[src/verilog/i2s_pkg.sv]
package i2s_pkg;

  // --------------------------------------------------
  // frame and buffer constants
  // --------------------------------------------------
  localparam int sample_w      = 16;
  localparam int fifo_depth    = 64;
  localparam int fifo_addr_w   = 6;
  // clk cycles per bclk half period
  localparam int bclk_div      = 2;
  localparam int bits_per_half = sample_w;
  // pin levels trail the internal edge strobes by this many clk
  localparam int level_delay   = 3;

  typedef logic [sample_w-1:0]  sample_t;
  typedef logic [fifo_addr_w-1:0] fifo_addr_t;
  // one extra bit so a full buffer can be told from an empty one
  typedef logic [fifo_addr_w:0]   fifo_count_t;
  typedef logic [0:0]             div_count_t;
  typedef logic [3:0]             bit_count_t;

  typedef struct packed {
    logic bclk;
    logic lrclk;
    logic bclk_rise;
    logic bclk_fall;
    logic lrclk_rise;
    logic lrclk_fall;
  } i2s_timing_t;

  typedef enum logic [2:0] {
    idle,
    start_sample,
    start_left,
    transfer_left,
    start_right,
    transfer_right
  } frame_state_e;

  typedef struct packed {
    logic load_new;
    logic load_valid;
    logic reload;
    logic shift;
  } shift_ctrl_t;

endpackage

[src/verilog/i2s_clock_gen.sv]
`timescale 1ns/10ps

module i2s_clock_gen (
  input  logic                clk,
  input  logic                reset_n,
  output i2s_pkg::i2s_timing_t timing
);

  i2s_pkg::div_count_t div_cnt;
  i2s_pkg::bit_count_t bit_cnt;
  logic                bclk_int;
  logic                lrclk_int;

  // delay line for {lrclk, bclk}, stage 0 doubles as the edge reference
  logic [i2s_pkg::level_delay-1:0][1:0] level_q;

  // --------------------------------------------------
  // dividers
  // --------------------------------------------------
  always_ff @(posedge clk) begin
    if (!reset_n) begin
      div_cnt   <= '0;
      bit_cnt   <= '0;
      bclk_int  <= 1'b0;
      lrclk_int <= 1'b0;
    end else if (div_cnt == i2s_pkg::div_count_t'(i2s_pkg::bclk_div - 1)) begin
      div_cnt  <= '0;
      bclk_int <= ~bclk_int;
      // count falling bclk edges, lrclk flips on the last one of a half
      if (bclk_int) begin
        bit_cnt <= bit_cnt + 1'b1;
        if (bit_cnt == i2s_pkg::bit_count_t'(i2s_pkg::bits_per_half - 1)) begin
          lrclk_int <= ~lrclk_int;
        end
      end
    end else begin
      div_cnt <= div_cnt + 1'b1;
    end
  end

  // --------------------------------------------------
  // level pipeline
  // --------------------------------------------------
  // the strobes lead the pins, which leaves the serializer time to load
  // and register each bit before the matching bclk rise
  always_ff @(posedge clk) begin
    if (!reset_n) begin
      level_q <= '0;
    end else begin
      level_q <= {level_q[i2s_pkg::level_delay-2:0], {lrclk_int, bclk_int}};
    end
  end

  // --------------------------------------------------
  // outputs
  // --------------------------------------------------
  assign timing.bclk       = level_q[i2s_pkg::level_delay-1][0];
  assign timing.lrclk      = level_q[i2s_pkg::level_delay-1][1];
  assign timing.bclk_rise  = bclk_int & ~level_q[0][0];
  assign timing.bclk_fall  = ~bclk_int & level_q[0][0];
  assign timing.lrclk_rise = lrclk_int & ~level_q[0][1];
  assign timing.lrclk_fall = ~lrclk_int & level_q[0][1];

endmodule

[src/verilog/sample_fifo.sv]
`timescale 1ns/10ps

module sample_fifo (
  input  logic             clk,
  input  logic             reset_n,
  input  logic             clr,
  input  logic             push,
  input  i2s_pkg::sample_t push_data,
  input  logic             pop,
  output i2s_pkg::sample_t pop_data,
  output logic             full,
  output logic             empty
);

  i2s_pkg::sample_t     mem [i2s_pkg::fifo_depth];
  i2s_pkg::fifo_addr_t  wr_ptr;
  i2s_pkg::fifo_addr_t  rd_ptr;
  i2s_pkg::fifo_count_t count;
  logic                 do_push;

  // writes into a full buffer are lost
  assign do_push = push & ~full & ~clr;

  // --------------------------------------------------
  // pointers and occupancy
  // --------------------------------------------------
  always_ff @(posedge clk) begin
    if (!reset_n || clr) begin
      wr_ptr <= '0;
      rd_ptr <= '0;
      count  <= '0;
    end else begin
      if (do_push) begin
        wr_ptr <= wr_ptr + 1'b1;
      end
      // pop is only raised by the FSM when not empty
      if (pop) begin
        rd_ptr <= rd_ptr + 1'b1;
      end
      case ({do_push, pop})
        2'b10:   count <= count + 1'b1;
        2'b01:   count <= count - 1'b1;
        default: count <= count;
      endcase
    end
  end

  // --------------------------------------------------
  // storage
  // --------------------------------------------------
  always_ff @(posedge clk) begin
    if (do_push) begin
      mem[wr_ptr] <= push_data;
    end
  end

  // read word valid the cycle after pop
  always_ff @(posedge clk) begin
    if (pop) begin
      pop_data <= mem[rd_ptr];
    end
  end

  assign full  = (count == i2s_pkg::fifo_count_t'(i2s_pkg::fifo_depth));
  assign empty = (count == '0);

endmodule

[src/verilog/i2s_frame_fsm.sv]
`timescale 1ns/10ps

module i2s_frame_fsm (
  input  logic                 clk,
  input  logic                 reset_n,
  input  logic                 en,
  input  i2s_pkg::i2s_timing_t timing,
  input  logic                 fifo_empty,
  output logic                 pop,
  output i2s_pkg::shift_ctrl_t ctrl
);

  i2s_pkg::frame_state_e state;
  i2s_pkg::frame_state_e state_nxt;
  // sample popped this frame, else the frame goes out as zeros
  logic                  popped;

  // --------------------------------------------------
  // state register
  // --------------------------------------------------
  always_ff @(posedge clk) begin
    if (!reset_n) begin
      state <= i2s_pkg::idle;
    end else begin
      state <= state_nxt;
    end
  end

  always_comb begin
    state_nxt = state;
    case (state)
      i2s_pkg::idle: begin
        // wait for a frame boundary before starting
        if (timing.lrclk_rise && timing.bclk_fall) begin
          state_nxt = i2s_pkg::start_sample;
        end
      end
      i2s_pkg::start_sample: state_nxt = i2s_pkg::start_left;
      i2s_pkg::start_left:   state_nxt = i2s_pkg::transfer_left;
      i2s_pkg::transfer_left: begin
        if (timing.lrclk_fall) begin
          state_nxt = i2s_pkg::start_right;
        end
      end
      i2s_pkg::start_right:  state_nxt = i2s_pkg::transfer_right;
      i2s_pkg::transfer_right: begin
        if (timing.lrclk_rise) begin
          state_nxt = i2s_pkg::start_sample;
        end
      end
      default: state_nxt = i2s_pkg::idle;
    endcase
  end

  // --------------------------------------------------
  // fifo read
  // --------------------------------------------------
  assign pop = (state == i2s_pkg::start_sample) && en && !fifo_empty;

  always_ff @(posedge clk) begin
    if (!reset_n) begin
      popped <= 1'b0;
    end else if (state == i2s_pkg::start_sample) begin
      popped <= pop;
    end
  end

  // shifter commands
  always_comb begin
    ctrl            = '0;
    ctrl.load_new   = (state == i2s_pkg::start_left);
    ctrl.load_valid = (state == i2s_pkg::start_left) && popped;
    ctrl.reload     = (state == i2s_pkg::start_right);
    ctrl.shift      = (state == i2s_pkg::transfer_left) ||
                      (state == i2s_pkg::transfer_right);
  end

endmodule

[src/verilog/sample_shifter.sv]
`timescale 1ns/10ps

module sample_shifter (
  input  logic                 clk,
  input  logic                 reset_n,
  input  i2s_pkg::i2s_timing_t timing,
  input  i2s_pkg::shift_ctrl_t ctrl,
  input  i2s_pkg::sample_t     load_data,
  output logic                 i2s_data
);

  // hold keeps the sample for the right half
  i2s_pkg::sample_t hold_q;
  i2s_pkg::sample_t shift_q;
  i2s_pkg::sample_t load_word;

  // missing sample goes out as silence
  assign load_word = ctrl.load_valid ? load_data : '0;

  always_ff @(posedge clk) begin
    if (ctrl.load_new) begin
      hold_q <= load_word;
    end
  end

  // --------------------------------------------------
  // shift register
  // --------------------------------------------------
  always_ff @(posedge clk) begin
    if (!reset_n) begin
      shift_q <= '0;
    end else if (ctrl.load_new) begin
      shift_q <= load_word;
    end else if (ctrl.reload) begin
      shift_q <= hold_q;
    end else if (ctrl.shift && timing.bclk_fall) begin
      // msb first, zero fill
      shift_q <= {shift_q[i2s_pkg::sample_w-2:0], 1'b0};
    end
  end

  // serial output, one clk behind the msb
  always_ff @(posedge clk) begin
    if (!reset_n) begin
      i2s_data <= 1'b0;
    end else begin
      i2s_data <= shift_q[i2s_pkg::sample_w-1];
    end
  end

endmodule

[src/verilog/i2s_tx.sv]
`timescale 1ns/10ps

module i2s_tx (
  input  logic             clk,
  input  logic             reset_n,
  input  logic             en,
  input  logic             fifo_clr,
  input  logic             wr_en,
  input  i2s_pkg::sample_t wr_data,
  output logic             fifo_full,
  output logic             fifo_empty,
  output logic             bclk,
  output logic             lrclk,
  output logic             i2s_data
);

  i2s_pkg::i2s_timing_t timing;
  i2s_pkg::shift_ctrl_t ctrl;
  i2s_pkg::sample_t     fifo_rd_data;
  logic                 fifo_pop;

  // --------------------------------------------------
  // clocking
  // --------------------------------------------------
  i2s_clock_gen u_clock_gen (
    .clk     (clk),
    .reset_n (reset_n),
    .timing  (timing)
  );

  assign bclk  = timing.bclk;
  assign lrclk = timing.lrclk;

  // --------------------------------------------------
  // sample buffer
  // --------------------------------------------------
  sample_fifo u_fifo (
    .clk       (clk),
    .reset_n   (reset_n),
    .clr       (fifo_clr),
    .push      (wr_en),
    .push_data (wr_data),
    .pop       (fifo_pop),
    .pop_data  (fifo_rd_data),
    .full      (fifo_full),
    .empty     (fifo_empty)
  );

  // --------------------------------------------------
  // frame control and serializer
  // --------------------------------------------------
  i2s_frame_fsm u_frame_fsm (
    .clk        (clk),
    .reset_n    (reset_n),
    .en         (en),
    .timing     (timing),
    .fifo_empty (fifo_empty),
    .pop        (fifo_pop),
    .ctrl       (ctrl)
  );

  sample_shifter u_shifter (
    .clk       (clk),
    .reset_n   (reset_n),
    .timing    (timing),
    .ctrl      (ctrl),
    .load_data (fifo_rd_data),
    .i2s_data  (i2s_data)
  );

endmodule

[config.mk]
export PLATFORM = sky130hd
export DESIGN_NAME = i2s_tx
export DESIGN_NICKNAME = d
export VERILOG_FILES = /design/src/verilog/i2s_pkg.sv /design/src/verilog/i2s_clock_gen.sv /design/src/verilog/sample_fifo.sv /design/src/verilog/i2s_frame_fsm.sv /design/src/verilog/sample_shifter.sv /design/src/verilog/i2s_tx.sv
export SDC_FILE = /design/constraint.sdc
export NUM_CORES = 1
export LEC_CHECK = 0
export BUFFER_PORTS_ARGS = -buffer_cell sky130_fd_sc_hd__buf_2
export CORE_UTILIZATION = 35
export DETAILED_ROUTE_END_ITERATION = 7
export PLACE_DENSITY_LB_ADDON = 0.12
export SLEW_MARGIN = 0
export SYNTH_ARGS = -nofsm -noshare
export SYNTH_HDL_FRONTEND = slang
export SYNTH_HIERARCHICAL = 1
export SYNTH_SLANG_ARGS = --single-unit
export TNS_END_PERCENT = 30
[constraint.sdc]
create_clock -name clk -period 4.5 [get_ports clk]
set_input_delay 0 -clock clk [delete_from_list [all_inputs] [get_ports clk]]
set_output_delay 0 -clock clk [all_outputs]
set_load 0.01 [all_outputs]
==> metrics.md, run 1 <==
| Metric | Value |
|---|---|
| Run status | complete, but fails checks |
| Failing checks | DRC |
| I/O pin cnt | 26 |
| CP bufs+invs | 0 |
| Nets | 2397 |
| CP cell instances | or4_4 > o41a_1 > or2b_1 > ha_1 > xor2_1 > ha_1 > a21oi_1 > o21ai_0 > a222oi_1 > or3_1 > a21oi_1 |
| Routed len/inst | 27.82 um |
| First-pass GRT wire length | 163.2 mm |
| Die Ht | ~360 um |
| R2R Path Start | u_fifo/count[2] |
| Num CTS Buffers | around 120 |
| H-tree depth | 3 |
| Critical path destination | u_fifo/count[4] |
| CP Max Fanout | 14 |
| WP data required | about 5.1 ns |
| Final ANT Viol Nets | 0 |
| CTS root buf | clkbuf_16 |
| Die width | 355.6 um |
| Port Buffer Count | 25 |
| Slowest stage delay, CP | ~0.60 ns |
| Syn Inst Count | between 2000 and 2500 |
| Initial drt markers | ~1900 |
| Post-cts resize count | 0 |
| Met3 WL | around 6.7 mm |
| CP Capture Type | register |
| Crit. Startpoint | u_fifo/count[2] |
| Startpoint Class | register |
| Post-CTS setup buffers | 0 |
| 1st-pass router iterations | 7 |
| PwrDens | 417.7 nW/um2 |
| HP Class | in2reg |
| Crit path DAT | around 4.3 ns |
| Rows | approximately 130 |
| Delay-heaviest family, CP | compound AO/OA/AOI/OAI gates |
| Routed WL | around 110 mm |
| Reg2reg setup slack | 0.82 ns |
| Grt total ovfl | 0 |
| Syn Std Cell Area | about 44000 um2 |
| Drt via density | around 5.3 |
| Worst slew pin tran | roughly 1.3 ns |
| Detailed Place HPWL | approximately 67 mm |
| Final WS setup | slightly above 0.8 ns |
| Worst slew margin | about an eighth |
| Tmin final | around 3.7 ns |
| Worst reg2reg endpoint | u_fifo/count[4] |
| Top routing layer in use | met4 |
| Routability congestion estimate from global placement | slightly above 0.8 |
| Area growth from synthesis to layout | 14.42% |
| Setup Skew | roughly 0.034 ns |
| Fill count | 10993 |
| Starting density of the core | 35.34% |
| # setup viols final | 0 |
| Clock sinks | 1109 |
| MaxCap Viol Count | 0 |
| Period utilization | 81.74% |
| DRT met1 WL | ~53 mm |
| Clock Latency Late Sink | around 0.7 ns |
| DIE AREA | 126400 um2 |
| Yosys warns | 6 |
| Clock transition at path regs | about 0.06 ns |
| Vias | 21716 |
| Metal2 WL | between 50 and 60 mm |
| Critical path type | reg2reg |
| Peak VDD IR | approximately 0.31 mV |
| Vias in the first global route | 22079 |
| Global Route Usage Sum | 18.18% |
| Pre-CTS setup slack | a little under 0.9 ns |
| Post-Syn Area per Cell | 19.69 um2 |
| Fraction of layout cells with a size suffix above 1 | roughly 24% |
| Deepest clock path buffer count | 3 |
| Total power | ~0.021 W |
| Final Max Tran Viols | 0 |
| Fmax achieved | between 0.2 and 0.3 GHz |
| Post-Route Setup TNS | 0 ns |
| Crit path depth | 11 |
| Fin. Hold Viols | 0 |
| DRC errors left | 8 |
| Leakage power | about 15 nW |
| Slowest stage cell, crit path | or4_4 |
| Worst R2R Path Depth | 11 |
| Initial antenna violation count | 3 |
| RSZ-0062 raised after global routing | no |
| CTS tree | built |
| Post-Syn Nets | ~2200 |
| Placeable Area | about 120000 um2 |
| Largest net degree at the start of global routing | 65 |
[worst min-delay path by stage]
stage	startpoint	end	slack (ns)	depth (start not counted)
after global routing	wr_data[3]	u_fifo/mem[43][3]	0.05	2
after global placement	u_clock_gen/timing[5]	bclk	0.40	1
after detailed placement	u_clock_gen/timing[4]	lrclk	0.40	1
after CTS	wr_data[3]	u_fifo/mem[46][3]	0.007	2
final	wr_data[3]	u_fifo/mem[41][3]	0.03	2
after floorplan	wr_data[0]	u_fifo/mem[0][0]	0.1	0
[final cells by class]
class	instances	area, um2	area share, %
multi-input cells	976	10150	20.27
clock inverters	61	510.5	1.020
flip-flops and latches	1109	32790	65.49
repair buffers	162	1359	2.714
well taps	1637	2048	4.091
inverters	4	15.01	0.02999
clock buffers	159	3189	6.370
diodes	3	7.507	0.01500
[layout by cell type, fill, tap and decap left out, types with 17 or more instances in the layout]
master	count
a211o_1	22
a21oi_1	27
a221oi_1	22
and2_1	29
buf_2	25
buf_4	107
clkbuf_1	35
clkbuf_16	120
clkinv_1	29
clkinv_2	18
dfxtp_1	49
dlygate4sd3_1	17
edfxtp_1	1056
mux2_2	28
mux2i_1	182
mux4_2	172
nand2_1	41
nand2b_1	18
nor2_1	95
o21ai_0	21
o22ai_1	50
[sequential cells by signal, indices dropped and copies added (netlist names), 2 cells and up]
name / flops
u_fifo/mem: 1024
u_fifo/pop_data: 16
u_shifter/hold_q: 16
u_shifter/shift_q: 16
u_fifo/count: 7
u_fifo/rd_ptr: 6
u_fifo/wr_ptr: 6
u_clock_gen/bit_cnt: 4
u_clock_gen/level_q: 4
u_frame_fsm/state: 3
u_clock_gen/timing: 2
[through the flow]
| step | instances | utilization [%] | hold slack [ns] | instance area, um2 |
|---|---|---|---|---|
| final | 4111 | 40.44 | 0.03106 | 50060 |
| after global routing | 4108 | 40.43 | 0.05264 | 50060 |
| after CTS | 4108 | 40.43 | 0.007387 | 50060 |
| after detailed placement | 3871 | 37.31 | 0.3967 | 46190 |
| after global placement | 3871 | 37.31 | 0.4001 | 46190 |
| after floorplan | 2222 | - | 0.09887 | 43750 |
[layer usage]
| layer | track usage [%] | up-vias |
|---|---|---|
| met1 | 26.29 | 11570 |
| met4 | 6.034 | 0 |
| met5 | 0 | - |
| met3 | 3.437 | 158 |
| li1 | - | 9442 |
| met2 | 27.54 | 546 |
[worst register-to-register path, cell delays in order, from the launching register on]
cell      delay (ns)
dfxtp_1         0.40
or4_4           0.60
o41a_1          0.52
or2b_1          0.25
ha_1            0.45
xor2_1          0.13
ha_1            0.22
a21oi_1         0.34
o21ai_0         0.15
a222oi_1        0.27
or3_1           0.16
a21oi_1         0.06
[timing repair]
action / in CTS / in global routing
endpoints found under the hold margin: 532 / 0
setup endpoints to repair: 0 / 0
hold buffers: 17 / 0
[report_power, final]
group	total [W]	internal, W	switching (W)	leakage [nW]
combinational	0.000285	0.0000538	0.000232	3.33
sequential	0.0113	0.0113	0.00000788	9.93
clock	0.00932	0.00539	0.00393	1.80
Note: power is estimated with default switching activity, not from simulation.
==> run 2: changes to the inputs <==
clock period = 3.3 ns   (was 4.5 ns; I/O delays follow)
==> metrics.md, run 2 (synthesized netlist as in run 1, its figures left out) <==
| Metric | Value |
|---|---|
| Port Buffer Count | 25 |
| Routability congestion estimate from global placement | around 0.81 |
| Nets | about 2500 |
| Critical path type | reg2reg |
| Most flops, register | u_fifo/mem |
| Fmax achieved | approximately 0.33 GHz |
| CTS root buf | clkbuf_16 |
| # setup viols final | 0 |
| Largest net degree at the start of global routing | 70 |
| Worst slew pin tran | about 1.2 ns |
| Num CTS Buffers | approximately 120 |
| Crit path DAT | ~3.6 ns |
| Global Route Usage Sum | about a fifth |
| Post-cts resize count | 0 |
| I/O pin cnt | 26 |
| DIE AREA | about 130000 um2 |
| WP data required | 3.85 ns |
| Deepest clock path buffer count | 3 |
| Max reg flops | 1024 |
| Worst slew margin | 17.60% |
| Grt total ovfl | 0 |
| CP Max Fanout | 13 |
| Starting density of the core | between 30% and 40% |
| Clock transition at path regs | 0.06 ns |
| Initial antenna violation count | 3 |
| 1st-pass router iterations | 8 |
| Fraction of layout cells with a size suffix above 1 | between 20% and 30% |
| Leakage power | about 15 nW |
| Die Ht | 355.6 um |
| Post-Route Setup TNS | 0 ns |
| Clock sinks | 1109 |
| Routed len/inst | around 29 um |
| Vias in the first global route | 22445 |
| Placeable Area | about 120000 um2 |
| Routed WL | 119.0 mm |
| HP Class | in2reg |
| Area growth from synthesis to layout | 15.60% |
| CP Capture Type | register |
| Most common cell after layout, fill and taps aside | edfxtp_1 |
| Clock Latency Late Sink | 0.70 ns |
| Drt via density | 5.343 |
| Run status | complete, but fails checks |
| DRC errors left | 4 |
| Vias | roughly 22000 |
| Final ANT Viol Nets | 0 |
| Peak VDD IR | 0.4167 mV |
| Period utilization | between 90% and 100% |
| Detailed Place HPWL | 71.92 mm |
| Startpoint Class | register |
| RSZ-0062 raised after global routing | no |
| Post-CTS setup buffers | 0 |
| CTS tree | built |
| Tmin final | just over 3 ns |
| Fin. Hold Viols | 0 |
| Most frequent cells in the layout | edfxtp_1, mux2i_1, buf_4 |
| First-pass GRT wire length | roughly 170 mm |
| Final Max Tran Viols | 0 |
| Setup Skew | 0.02907 ns |
| Rows | approximately 130 |
| Hold-fix buffers, CTS | 13 |
| Die width | ~360 um |
| MaxCap Viol Count | 0 |
| Final Non-Filler Cells | 4170 |
| Initial drt markers | about 2100 |
| Failing checks | DRC |
| Cell Count Post-Placement | ~4000 |
| Placed cell areas | between 40000 and 50000 um2 |
| Post-route cell area | 50580 um2 |
| PwrDens | 572.3 nW/um2 |
| H-tree depth | 3 |
[run 2: area by class of cell]
type                            instances  area (um2)
Inverter                                4       15.01
Tap cell                             1637        2048
Clock buffer                          163        3186
Sequential cell                      1109       32790
Timing Repair Buffer                  223        1789
Clock inverter                         57       608.1
Fill cell                           10990       73220
Antenna cell                            1       2.502
Multi-Input combinational cell        976       10140
[run 2: final timing paths]
path / slack (ns) / endpoint / depth (start not counted) / from
max: 0.25 / u_fifo/count[3] / 10 / u_fifo/count[3]
min: 0.006 / u_fifo/mem[16][3] / 1 / wr_data[3]
max reg2reg: 0.25 / u_fifo/count[3] / 10 / u_fifo/count[3]
min reg2reg: 0.43 / u_clock_gen/timing[4] / 1 / u_clock_gen/level_q[3]
[run 2: critical path, stage by stage (launching register included)]
cell and delay, ns:
dfxtp_1 0.38, or4_4 0.57, o41a_1 0.35, or2b_1 0.19
ha_2 0.19, buf_4 0.18, and3b_1 0.18, o21ai_0 0.25
a21boi_0 0.19, o311ai_0 0.30, o41ai_1 0.13
[run 2: where the power goes]
part | switching [W] | internal, W
sequential | 0.0000115 | 0.0154
combinational | 0.000332 | 0.0000804
clock | 0.00539 | 0.00772
total | 0.00573 | 0.0232
[run 2: routing by layer]
metal / up-vias / GRT usage (%) / part of all wire (%)
met5: - / 0 / 0
met4: 0 / 5.069 / 2.1
met3: 142 / 2.766 / 5.2
met2: 624 / 29.61 / 47
met1: 11949 / 27.50 / 46
li1: 9565 / - / -
[run 2: through the flow]
| step | hold slack [ns] | setup slack [ns] | utilization (%) | power (W) |
|---|---|---|---|---|
| after detailed placement | 0.3994 | 0.2617 | 37.67 | 0.01614 |
| after global routing | 0.03983 | 0.07505 | 40.85 | 0.02982 |
| final | 0.005629 | 0.2490 | 40.85 | 0.02894 |
| after CTS | 0.001338 | 0.2356 | 40.84 | 0.02929 |
| after floorplan | 0.09887 | 0.02775 | - | 0.01579 |
| after global placement | 0.3955 | 0.2129 | 37.67 | 0.01611 |
==> run 3: changes to the inputs <==
REMOVE_ABC_BUFFERS = 1   (was not set)
==> metrics.md, run 3 (synthesized netlist as in run 1, its figures left out) <==
| Metric | Value |
|---|---|
| Port Buffer Count | 25 |
| Global Route Usage Sum | 18.45% |
| Clock transition at path regs | around 0.06 ns |
| R2R Path Start | u_fifo/count[3] |
| Fin. Hold Viols | 0 |
| Crit path DAT | 3.58 ns |
| Grt total ovfl | 0 |
| Vias | approximately 22000 |
| Routed len/inst | 27.89 um |
| First-pass GRT wire length | roughly 170 mm |
| Fill count | roughly 11000 |
| Vias in the first global route | about 22000 |
| CP Max Fanout | 9 |
| Starting density of the core | between 30% and 40% |
| Die width | approximately 360 um |
| CTS tree | built |
| H-tree depth | 3 |
| Num CTS Buffers | between 100 and 150 |
| CTS root buf | clkbuf_16 |
| Largest net degree at the start of global routing | slightly above 100 |
| Reg2reg setup slack | between 0.2 and 0.3 ns |
| DRC errors left | 16 |
| Final ANT Viol Nets | 0 |
| Die Ht | between 300 and 400 um |
| Fmax achieved | 0.3303 GHz |
| Failing checks | DRC |
| Leakage power | ~15 nW |
| Nets | between 2000 and 2500 |
| Initial antenna violation count | 6 |
| Post-Route Setup TNS | 0 ns |
| Detailed Place HPWL | ~70 mm |
| 1st-pass router iterations | 8 |
| Final WS setup | between 0.2 and 0.3 ns |
| Critical path destination | u_fifo/count[3] |
| Max reg flops | 1024 |
| Clock Latency Late Sink | 0.70 ns |
| Drt via density | 5.291 |
| Worst slew pin tran | about 1.3 ns |
| Most common cell after layout, fill and taps aside | edfxtp_1 |
| Total power | roughly 0.029 W |
| Fraction of layout cells with a size suffix above 1 | 25.91% |
| # setup viols final | 0 |
| Run status | complete, but fails checks |
| WP data required | 3.85 ns |
| Crit. Startpoint | u_fifo/count[3] |
| Routed WL | roughly 120 mm |
| Setup Skew | 0.02898 ns |
| Most flops, register | u_fifo/mem |
| Rows | 129 |
| Worst reg2reg endpoint | u_fifo/count[3] |
| DIE AREA | 126400 um2 |
| PwrDens | 573.9 nW/um2 |
| HP Class | in2reg |
| I/O pin cnt | 26 |
| Clock sinks | roughly 1100 |
| Post-cts resize count | 0 |
| Pre-CTS setup slack | approximately 0.31 ns |
| Hold_ws | 0.02952 ns |
| Worst slew margin | about 14% |
| Period utilization | between 90% and 100% |
| Placeable Area | about 120000 um2 |
| Routability congestion estimate from global placement | 0.7995 |
| Initial drt markers | roughly 2000 |
| Startpoint Class | register |
| Most frequent cells in the layout | edfxtp_1, mux2i_1, mux4_2 |
| MaxCap Viol Count | 0 |
| RSZ-0062 raised after global routing | no |
| Peak VDD IR | between 0.4 and 0.5 mV |
| Final Max Tran Viols | 0 |
| Worst R2R Path Depth | 9 |
| Deepest clock path buffer count | 3 |
| Area growth from synthesis to layout | 15.48% |
| Tmin final | 3.028 ns |
| Critical path type | reg2reg |
| CP Capture Type | register |
[run 3: cell types whose count changed in the layout (fill, tap and decap cells not counted), moves of 3 or more]
cell | before | now
buf_4 | 173 | 146
clkbuf_8 | 0 | 4
dlygate4sd3_1 | 13 | 10
clkbuf_1 | 42 | 30
diode_2 | 1 | 4
clkinv_1 | 22 | 19
clkinv_2 | 18 | 24
clkinvlp_4 | 1 | 6
buf_12 | 11 | 18
[run 3: critical path, cell delays in order (launching register included)]
cell and delay (ns):
dfxtp_1 0.38, or4_4 0.56, o41a_1 0.35, or2b_1 0.19, ha_1 0.23, and3b_1 0.19
o21ai_0 0.25, a21boi_0 0.20, o311ai_0 0.39, o41ai_1 0.16
[run 3: worst min-delay path by stage]
stage | start | endpoint | slack [ns] | cells after the start
global route | wr_data[6] | u_fifo/mem[40][6] | 0.05 | 1
detailed placement | u_clock_gen/timing[4] | lrclk | 0.40 | 1
floorplan | wr_data[0] | u_fifo/mem[0][0] | 0.1 | 0
global placement | u_shifter/i2s_data | i2s_data | 0.40 | 1
CTS | wr_data[3] | u_fifo/mem[55][3] | 0.008 | 1
finish | wr_data[3] | u_fifo/mem[53][3] | 0.03 | 1
[run 3: where the power goes]
group	switching [W]	internal, W	total [W]
Sequential	0.0000116	0.0154	0.0154
Combinational	0.000325	0.0000843	0.000409
Clock	0.00541	0.00776	0.0132
[run 3: metal layers]
layer	global-route usage [%]	routed length (um)	up-vias
met3	2.443	5374	120
met2	29.02	54620	511
met5	0	0	-
met4	4.638	2098	0
li1	-	-	9527
met1	27.01	53660	11798
[run 3: area by class of cell]
type                    count  area (um2)  share of cell area, %
multi-input cells         976       10130                  20.06
inverters                   4       15.01                0.02972
clock inverters            67       680.7                  1.347
diodes                      4       10.01                0.01981
well taps                1637        2048                  4.054
clock buffers             154        3171                  6.275
flip-flops and latches   1109       32790                  64.89
repair buffers            199        1682                  3.328
[run 3: through the flow]
step | instances | utilization [%] | cell area [um2]
after floorplan | 2089 | - | 42880
after global placement | 3915 | 37.61 | 46560
after detailed placement | 3915 | 37.61 | 46560
after CTS | 4146 | 40.81 | 50520
after global routing | 4146 | 40.81 | 50520
final | 4150 | 40.81 | 50530
[run 3: what timing repair did]
action / 4_1_cts / 5_1_grt
setup buffers: 0 / 0
endpoints found under the hold margin: 217 / 0
hold buffers: 10 / 0
